File: src/logic/cpu_bus_pkg.sv
package cpu_bus_pkg;

    typedef logic [15:0] cpu_addr_t;
    typedef logic [7:0]  cpu_data_t;
    typedef logic [3:0]  ppu_reg_sel_t;

    // Shift order, A in bit 0 through right in bit 7
    typedef logic [7:0]  button_set_t;

    // Source of the byte returned on the cycle after a read
    typedef logic [2:0]  rd_src_t;

    localparam int RAM_ADDR_BITS  = 11;
    localparam int PROM_ADDR_BITS = 15;

    localparam cpu_addr_t JOYPAD1_ADDR = 16'h4016;
    localparam cpu_addr_t OAMDMA_ADDR  = 16'h4014;

    localparam ppu_reg_sel_t PPUCTRL   = 4'd0;
    localparam ppu_reg_sel_t PPUMASK   = 4'd1;
    localparam ppu_reg_sel_t PPUSTATUS = 4'd2;
    localparam ppu_reg_sel_t OAMADDR   = 4'd3;
    localparam ppu_reg_sel_t OAMDATA   = 4'd4;
    localparam ppu_reg_sel_t PPUSCROLL = 4'd5;
    localparam ppu_reg_sel_t PPUADDR   = 4'd6;
    localparam ppu_reg_sel_t PPUDATA   = 4'd7;
    localparam ppu_reg_sel_t OAMDMA    = 4'd8;

    localparam rd_src_t RD_NONE = 3'd0;
    localparam rd_src_t RD_RAM  = 3'd1;
    localparam rd_src_t RD_PROM = 3'd2;
    localparam rd_src_t RD_PPU  = 3'd3;
    localparam rd_src_t RD_PAD  = 3'd4;

    // $0000-$1FFF
    function automatic logic in_ram_region(cpu_addr_t a);
        return a[15:12] == 4'h0 || a[15:12] == 4'h1;
    endfunction

    // $2000-$3FFF, eight registers repeated every 8 bytes
    function automatic logic in_ppu_region(cpu_addr_t a);
        return a[15:12] == 4'h2 || a[15:12] == 4'h3;
    endfunction

    function automatic logic in_prom_region(cpu_addr_t a);
        return a[15];
    endfunction

endpackage : cpu_bus_pkg

File: src/logic/controller_port.sv
module controller_port (
    input  logic                     clock,
    input  logic                     reset_n,
    input  logic                     clock_en,
    input  cpu_bus_pkg::button_set_t buttons,
    input  logic                     pad_wr,
    input  logic                     pad_rd,
    input  logic                     strobe_bit,
    output cpu_bus_pkg::cpu_data_t   pad_q
);

    import cpu_bus_pkg::*;

    logic        strobe;
    button_set_t shift_q;

    always_ff @(posedge clock or negedge reset_n) begin
        if (!reset_n) begin
            strobe <= 1'b0;
        end else if (clock_en && pad_wr) begin
            strobe <= strobe_bit;
        end
    end

    // Ones shift in behind the buttons, so reads past the eighth return 1
    always_ff @(posedge clock or negedge reset_n) begin
        if (!reset_n) begin
            shift_q <= '1;
        end else if (clock_en) begin
            if (strobe) begin
                shift_q <= buttons;
            end else if (pad_rd) begin
                shift_q <= {1'b1, shift_q[7:1]};
            end
        end
    end

    always_ff @(posedge clock or negedge reset_n) begin
        if (!reset_n) begin
            pad_q <= '0;
        end else if (clock_en && pad_rd) begin
            pad_q <= {7'b0, shift_q[0]};
        end
    end

endmodule : controller_port

File: config.mk
export PLATFORM = sky130hd
export DESIGN_NAME = controller_port
export DESIGN_NICKNAME = d
export VERILOG_FILES = /design/src/logic/cpu_bus_pkg.sv /design/src/logic/controller_port.sv
export SDC_FILE = /design/constraint.sdc
export NUM_CORES = 1
export LEC_CHECK = 0
export BUFFER_PORTS_ARGS = -buffer_cell sky130_fd_sc_hd__clkbuf_2
export CAP_MARGIN = 40
export CORE_MARGIN = 1
export CORE_UTILIZATION = 39
export DETAILED_ROUTE_END_ITERATION = 16
export PLACE_DENSITY = 0.66
export SYNTH_ARGS = -nofsm -noshare
export SYNTH_HDL_FRONTEND = slang
export SYNTH_SLANG_ARGS = --single-unit
File: constraint.sdc
create_clock -name clock -period 3.1 [get_ports clock]
set_clock_uncertainty 0.1 [all_clocks]
set_input_delay 0.31 -clock clock [delete_from_list [all_inputs] [get_ports clock]]
set_output_delay 0.31 -clock clock [all_outputs]
set_load 0.01 [all_outputs]
==> impl_metrics.py <==
metrics = {
    "yosys": {
        "ys_types": 15,
        "synth_seq_area_share": 0.464,
        "ys_ff_latch": 10,
        "yosysTopAreaCell": "dfstp_2",
        "ys_top_cells_by_area": "dfstp_2 38%, nor3_1 13%, buf_4 9.4%, dfrtp_1 8.9%, o22ai_1 7.8%",
        "yosys_warnings": 0,
        "yosys.area.top_type_share": 0.375,
        "netlist_instances": 55,
        "synth.avg_cell_area_um2": 10.2,
        "syn_area_um2": 561,
    },
    "sta": {
        "worst_slack_ns": 1.82,
        "min_period_ns": 1.28,
        "setup_viol": 0,
        "rsz0062_at_grt": "no",
        "hold_viol": 0,
        "slew_viol_final": 0,
        "fin_setup_tns_ns": 0,
        "period_share": 0.414,
        "fmax_ghz": 0.780,
    },
    "grt": {
        "grt.total_usage": 0.182,
        "grt_max_degree": 16,
        "met1_usage": 0.208,
        "overflow": 0,
        "first_global_vias": 421,
        "gr-usage-met3": 0.102,
        "gr-max-usage-layer": "met2",
        "antenna_found_initial": 0,
        "grt_util_met2": 0.286,
        "grt_pass1_wl_mm": 1.81,
    },
    "min_path": {
        "hold_path.class": "in -> reg",
        "worstHoldStart": "buttons[7]",
    },
    "floorplan": {
        "initial_core_util": 0.425,
        "die_x_um": 39.9,
        "dieArea_um2": 1590,
        "rows": 13,
        "core_um2": 1320,
        "die_h_um": 39.9,
        "ios": 22,
    },
    "cts": {
        "clk_latency_ns": 0.27,
        "clock_path_buffers": 2,
        "path_clk_slew_ns": 0.07,
        "cts_tree": "done",
        "clock-sinks": 10,
        "numCtsBuffers": 3,
        "h-tree-depth": 1,
        "cts_setup_buffers": 0,
        "cts_root_buf": "clkbuf_4",
    },
    "drt": {
        "routed_via_density": 5.15,
        "post-route-drc-count": 0,
        "drtAntennaViolNets": 0,
        "vias": 443,
        "routedWlPerCell_um": 11.7,
        "drtIter0Drc": 12,
        "first_pass_iters": 4,
        "routed_wl_mm": 1.01,
    },
    "worst_setup_path": {
        "arrival_ns": 1.37,
        "cpPeakStageDelay_ns": 0.61,
        "r2r_start": "strobe",
        "path_class": "reg -> reg",
        "required_ns": 3.18,
        "worstSetupStartpoint": "strobe",
        "cpMaxStageDelayCell": "dfrtp_1",
        "start_kind": "flop",
        "crit_chain": "nand2_2, o22ai_1, nor3_1",
        "cp_max_fo": 15,
        "crit_path_end_kind": "flop",
    },
    "pwr": {
        "powerDensity_nw_per_um2": 612,
        "power_leakage_nw": 0.277,
        "ir_drop_mv": 0.283,
    },
    "finish": {
        "utilization": 0.481,
        "final_cell_mix": "14 x nor3_1, 14 x clkbuf_2, 8 x dfstp_2",
        "syn_to_final_growth_pct": 12.9,
        "finalNetCount": 86,
        "stdcell_count": 86,
        "drive_gt1_frac": 0.437,
        "fill_cells": 125,
        "antenna_cells": 0,
    },
    "place": {
        "io_buffers": 14,
        "place_congestion": 0.795,
        "place_inst": 81,
        "place_ws_ns": 1.86,
    },
    "flow_run": {
        "max_cap_violations": 0,
    },
    "outcome": {
        "run_status": "complete, no violations",
    },
}
[per-stage QoR]
stage | hold WS, ns | total power, mW | area [µm²]
after floorplan | -0.0856 | 0.276 | 583
after global placement | 0.0862 | 0.294 | 597
after detailed placement | 0.0908 | 0.296 | 597
after CTS | 0.156 | 0.393 | 633
after global routing | 0.159 | 0.421 | 633
final | 0.164 | 0.388 | 633
[synth_stat cells, drive strengths merged]
library cell and number:
o32ai 2, nand2 3, mux2 2, dfstp 8, nor2 4, nor3 15
or2 1, conb 1, o22ai 7, buf 9, dfrtp 2, a21oi 1
[final timing paths]
path,end,slack (ns),cells after the start
hold reg to reg,pad_q[0],0.41,1
setup reg to reg,shift_q[3],1.82,3
max in group asynchronous,shift_q[7],2.28,2
min in group asynchronous,strobe,0.34,2
hold / removal,shift_q[7],0.16,3
setup / recovery,shift_q[3],1.82,3
[repair_timing]
item,4_1_cts,5_1_grt
endpoints found under the hold margin,2,0
resized for setup,0,0
hold buffers,1,0
[critical path, delay by kind of cell (launching register included)]
kind / cells / cell delay, ns
and+or+nand+nor: 2 / 0.29
AOI/OAI and AO/OA: 1 / 0.20
DFF: 1 / 0.61
[layer usage]
metal,vias to the layer above,share of wire,wire (µm)
li1,220,-,-
met1,206,0.49,493
met2,17,0.44,448
met3,0,0.065,66
met4,0,0,0
met5,-,0,0
[cell families after synthesis]
group                  after synthesis  share of synthesized area
other                                1                    0.00669
flip-flops                          10                      0.464
buffers and inverters                9                      0.134
multiplexers                         2                     0.0536
AND/OR/NAND/NOR                     23                      0.223
AO/OA/AOI/OAI                       10                      0.118
[layout make-up]
type / count / area [µm²] / area share
flip-flops and latches: 10 / 260 / 0.411
clock buffers: 4 / 26.3 / 0.0415
repair buffers: 15 / 80.1 / 0.126
well taps: 15 / 18.8 / 0.0296
multi-input cells: 42 / 248 / 0.391
[where the power goes]
part	internal (mW)	total, mW	switching (mW)
sequential	0.182	0.212	0.0300
combinational	0.0419	0.0823	0.0404
clock	0.0496	0.0934	0.0438
total	0.274	0.388	0.114
[sequential cells by signal, summed over array words and instances, names as in the netlist]
register / count
strobe: 1
pad_q: 1
shift_q: 8
Power figures use the tool's default switching activity.
