File: src/logic/cpu_bus_pkg.sv
package cpu_bus_pkg;

    typedef logic [15:0] cpu_addr_t;
    typedef logic [7:0]  cpu_data_t;
    typedef logic [3:0]  ppu_reg_sel_t;

    // Shift order, A in bit 0 through right in bit 7
    typedef logic [7:0]  button_set_t;

    // Source of the byte returned on the cycle after a read
    typedef logic [2:0]  rd_src_t;

    localparam int RAM_ADDR_BITS  = 11;
    localparam int PROM_ADDR_BITS = 15;

    localparam cpu_addr_t JOYPAD1_ADDR = 16'h4016;
    localparam cpu_addr_t OAMDMA_ADDR  = 16'h4014;

    localparam ppu_reg_sel_t PPUCTRL   = 4'd0;
    localparam ppu_reg_sel_t PPUMASK   = 4'd1;
    localparam ppu_reg_sel_t PPUSTATUS = 4'd2;
    localparam ppu_reg_sel_t OAMADDR   = 4'd3;
    localparam ppu_reg_sel_t OAMDATA   = 4'd4;
    localparam ppu_reg_sel_t PPUSCROLL = 4'd5;
    localparam ppu_reg_sel_t PPUADDR   = 4'd6;
    localparam ppu_reg_sel_t PPUDATA   = 4'd7;
    localparam ppu_reg_sel_t OAMDMA    = 4'd8;

    localparam rd_src_t RD_NONE = 3'd0;
    localparam rd_src_t RD_RAM  = 3'd1;
    localparam rd_src_t RD_PROM = 3'd2;
    localparam rd_src_t RD_PPU  = 3'd3;
    localparam rd_src_t RD_PAD  = 3'd4;

    // $0000-$1FFF
    function automatic logic in_ram_region(cpu_addr_t a);
        return a[15:12] == 4'h0 || a[15:12] == 4'h1;
    endfunction

    // $2000-$3FFF, eight registers repeated every 8 bytes
    function automatic logic in_ppu_region(cpu_addr_t a);
        return a[15:12] == 4'h2 || a[15:12] == 4'h3;
    endfunction

    function automatic logic in_prom_region(cpu_addr_t a);
        return a[15];
    endfunction

endpackage : cpu_bus_pkg

File: src/logic/cpu_bus_decoder.sv
module cpu_bus_decoder (
    input  logic                      clock,
    input  logic                      reset_n,
    input  logic                      clock_en,
    input  cpu_bus_pkg::cpu_addr_t    addr,
    input  logic                      r_en,
    input  cpu_bus_pkg::cpu_data_t    w_data,
    output cpu_bus_pkg::cpu_data_t    r_data,
    output logic                      ram_we,
    output logic                      pad_wr,
    output logic                      pad_rd,
    output logic                      reg_en,
    output cpu_bus_pkg::ppu_reg_sel_t reg_sel,
    output logic                      reg_rw,
    output cpu_bus_pkg::cpu_data_t    reg_data_wr,
    input  cpu_bus_pkg::cpu_data_t    reg_data_rd,
    input  cpu_bus_pkg::cpu_data_t    ram_q,
    input  cpu_bus_pkg::cpu_data_t    prom_q,
    input  cpu_bus_pkg::cpu_data_t    pad_q
);

    import cpu_bus_pkg::*;

    logic    ram_hit;
    logic    prom_hit;
    logic    pad_hit;
    rd_src_t rd_src;
    rd_src_t rd_src_next;

    assign ram_hit  = in_ram_region(addr);
    assign prom_hit = in_prom_region(addr);
    assign pad_hit  = (addr == JOYPAD1_ADDR);

    assign ram_we = ram_hit && !r_en;
    assign pad_wr = pad_hit && !r_en;
    assign pad_rd = pad_hit && r_en;

    // PPU register port, 1 means write
    assign reg_rw      = ~r_en;
    assign reg_data_wr = w_data;

    always_comb begin
        reg_en  = 1'b0;
        reg_sel = PPUCTRL;
        if (in_ppu_region(addr)) begin
            reg_en = 1'b1;
            case (addr[2:0])
                3'd0: reg_sel = PPUCTRL;
                3'd1: reg_sel = PPUMASK;
                3'd2: reg_sel = PPUSTATUS;
                3'd3: reg_sel = OAMADDR;
                3'd4: reg_sel = OAMDATA;
                3'd5: reg_sel = PPUSCROLL;
                3'd6: reg_sel = PPUADDR;
                default: reg_sel = PPUDATA;
            endcase
        end else if (addr == OAMDMA_ADDR) begin
            reg_en  = 1'b1;
            reg_sel = OAMDMA;
        end
    end

    always_comb begin
        rd_src_next = RD_NONE;
        if (r_en) begin
            if (ram_hit) begin
                rd_src_next = RD_RAM;
            end else if (prom_hit) begin
                rd_src_next = RD_PROM;
            end else if (reg_en) begin
                rd_src_next = RD_PPU;
            end else if (pad_hit) begin
                rd_src_next = RD_PAD;
            end
        end
    end

    always_ff @(posedge clock or negedge reset_n) begin
        if (!reset_n) begin
            rd_src <= RD_NONE;
        end else if (clock_en) begin
            rd_src <= rd_src_next;
        end
    end

    // PPU byte is taken live from the port in the cycle after the access
    always_comb begin
        case (rd_src)
            RD_RAM:  r_data = ram_q;
            RD_PROM: r_data = prom_q;
            RD_PPU:  r_data = reg_data_rd;
            RD_PAD:  r_data = pad_q;
            default: r_data = '0;
        endcase
    end

endmodule : cpu_bus_decoder

File: config.mk
export PLATFORM = sky130hd
export DESIGN_NAME = cpu_bus_decoder
export DESIGN_NICKNAME = d
export VERILOG_FILES = /design/src/logic/cpu_bus_pkg.sv /design/src/logic/cpu_bus_decoder.sv
export SDC_FILE = /design/constraint.sdc
export NUM_CORES = 1
export LEC_CHECK = 0
export ABC_CLOCK_PERIOD_IN_PS = 1350
export BUFFER_PORTS_ARGS = -buffer_cell sky130_fd_sc_hd__buf_2
export CAP_MARGIN = 30
export CELL_PAD_IN_SITES_DETAIL_PLACEMENT = 0
export CELL_PAD_IN_SITES_GLOBAL_PLACEMENT = 1
export CORE_UTILIZATION = 18
export CTS_BUF_LIST = sky130_fd_sc_hd__clkbuf_8
export DETAILED_ROUTE_END_ITERATION = 8
export PLACE_DENSITY_LB_ADDON = 0.1
export SETUP_SLACK_MARGIN = 0.15
export SYNTH_ARGS = -nofsm -noshare
export SYNTH_HDL_FRONTEND = slang
export SYNTH_SLANG_ARGS = --single-unit
export TNS_END_PERCENT = 5
File: constraint.sdc
create_clock -name clock -period 1.35 [get_ports clock]
set_input_delay 0.27 -clock clock [delete_from_list [all_inputs] [get_ports clock]]
set_output_delay 0.27 -clock clock [all_outputs]
set_load 0.005 [all_outputs]
==> flow_summary.yaml <==
floorplan:
  design.core.area_um2: 3080
  chipHeight_um: 59.4
  pin_count: 85
  start_util_pct: 19.3
  die-area_um2: 3530
  dieWidth_um: 59.4
  rows: 20
layout:
  nets: 210
  largest_register: "rd_src"
  final_common_cell: "buf_2"
  syn_to_final_growth_pct: 107
  reg.largest.list: "rd_src (3)"
  diodes: 0
  largest_reg_flops: 3
  drive_gt1_share_pct: 68.5
  fillers: 327
  layout_common_cells: "buf_2, buf_4, buf_6, mux2i_1, o22ai_1"
synthesis:
  postSynthCellCount: 74
  synth_top_area_share_pct: 13.5
  yosys_warnings: 0
  avgSynthCellArea_um2: 8.01
  syn_area_um2: 593
  synth_edf_count: 0
  synth_async_sr_flop_share_pct: 100
  ys_seq_area_share_pct: 12.7
  yosys.area.top_type: "mux2i_1"
  synth_fp_nets: 134
  ys.flop_type: "dfrtp_1"
  synth_seq_cells: 3
  ys_types: 30
  ys_top_cells_by_area: "mux2i_1, dfrtp_1, buf_4, a22oi_1, o22ai_1"
global_route:
  grt_pass1_wl_um: 3450
  first_global_vias: 822
  grt_usage_pct: 13.2
  grt_max_degree: 9
  antenna_found_initial: 0
  grt-ovfl-total: 0
timing:
  drv_slew: 0
  hold_viol_final: 0
  finalCritPeriodShare_pct: 117
  setup-tns-final_ps: -1700
  clock_skew_ps: 0
  rsz0062_at_grt: "yes"
  period_needed_ps: 1580
  setup_violations: 11
  holdWs_ps: 321
  max-slew-margin-rel_pct: 79.1
  max_freq_ghz: 0.633
  worst_pin_slew_ps: 309
  fin_ws_ps: -229
placement:
  gp_congestion: 0.706
  place_hpwl_um: 1790
  io_buffers: 68
drt:
  ant_nets: 0
  drt-total-wl_um: 2160
  drc: 0
  wire_per_inst_um: 11.2
  drtIter0Drc: 58
  dr.pass1.iters: 3
  vias: 871
  viasPerCell: 4.51
setup_path:
  start_kind: "flip-flop"
  critPathRequiredTime_ps: 1080
  endpoint_kind: "primary output"
  crit_type: "flip-flop to primary output"
  cp_max_fo: 8
  worst-endpoint-arrival_ps: 1310
pwr:
  cellPowerDensity_nw_per_um2: 528
  leakage_nw: 0.601
  irDropWorstVdd_mv: 0.262
clock_tree:
  cts_root_buf: "clkbuf_8"
  clock_latency_ps: 220
  clock-sinks: 3
  cts_buffers: 3
  cts_buffer_depth: 2
  cts_tree: "yes"
  clkTransAtPathRegs_ps: 30
  htreeDepth: 1
job:
  cap_violations: 0
run_status:
  violations: "setup timing"
  status: "complete, but fails checks"
worst_hold_path:
  hp-class: "primary input to flip-flop"
-- power by group --
part	switching (mW)	total, mW	internal, mW
clock network	0.0617	0.255	0.194
registers	0.00819	0.104	0.0960
logic	0.119	0.290	0.170
-- repair_timing --
action                     in CTS  in global routing
hold buffers                    1                  0
setup endpoints to repair      16                 16
resized for setup              24                 10
pin swaps                       9                  4
hold endpoints to repair        3                  0
buffers inserted                1                  0
-- worst max-delay path, cell delays in order (launching register included) --
cell	delay, ps
dfrtp_1	420
nor2b_2	180
buf_6	130
a22oi_2	140
o22ai_1	100
buf_2	130
-- per-layer routing --
metal,up-vias,GRT usage (%),share of wire [%]
met2,49,23.1,52
met4,0,8.16,1.8
met1,379,14.5,37
li1,436,-,-
met3,7,2.62,9.4
met5,-,0,0
-- final timing paths --
check,end,slack (ps),depth (start not counted),start
max reg2reg,rd_src[0],440,3,rd_src[0]
max in group asynchronous,rd_src[1],850,2,reset_n
max,r_data[3],-230,5,rd_src[0]
min reg2reg,rd_src[1],700,2,rd_src[1]
min in group asynchronous,rd_src[0],380,2,reset_n
min,rd_src[2],320,2,clock_en
-- synthesized netlist by cell type, types with 2 or more instances --
library cell	number
and2_1	3
nand2_1	2
inv_1	3
mux2i_1	8
o22ai_1	8
buf_4	9
buf_2	2
dfrtp_1	3
nor4b_1	3
nand4_1	2
nor2b_1	2
nor2_1	2
a22oi_1	7
nor4_1	3
a31oi_1	2
-- final cells by class --
cell class,count,area [µm²],area share (%)
sequential,3,76.3,6.21
inverter,3,11.3,0.916
timing repair buffer,83,517,42.1
tap,44,55.1,4.48
clock buffer,3,41.3,3.36
clock inverter,1,3.75,0.305
multi-input combinational,56,524,42.7
-- through the flow --
step | util, % | cells | worst slack (ps) | cell area (µm²) | power (mW)
final | 39.9 | 193 | -229 | 1230 | 0.649
after CTS | 38.6 | 193 | -260 | 1190 | 0.645
after floorplan | - | 74 | 111 | 597 | 0.216
after global placement | 32.6 | 187 | -172 | 1000 | 0.348
after detailed placement | 32.6 | 187 | -188 | 1000 | 0.350
after global routing | 39.9 | 193 | -316 | 1230 | 0.700
-- cell families after synthesis --
family / count (synthesis) / share of synthesized area (%)
compound gates: 21 / 24.5
buf+inv: 15 / 15.6
simple gates: 26 / 31.9
mux: 9 / 15.4
flops: 3 / 12.7
(Power assumes the default switching activity.)
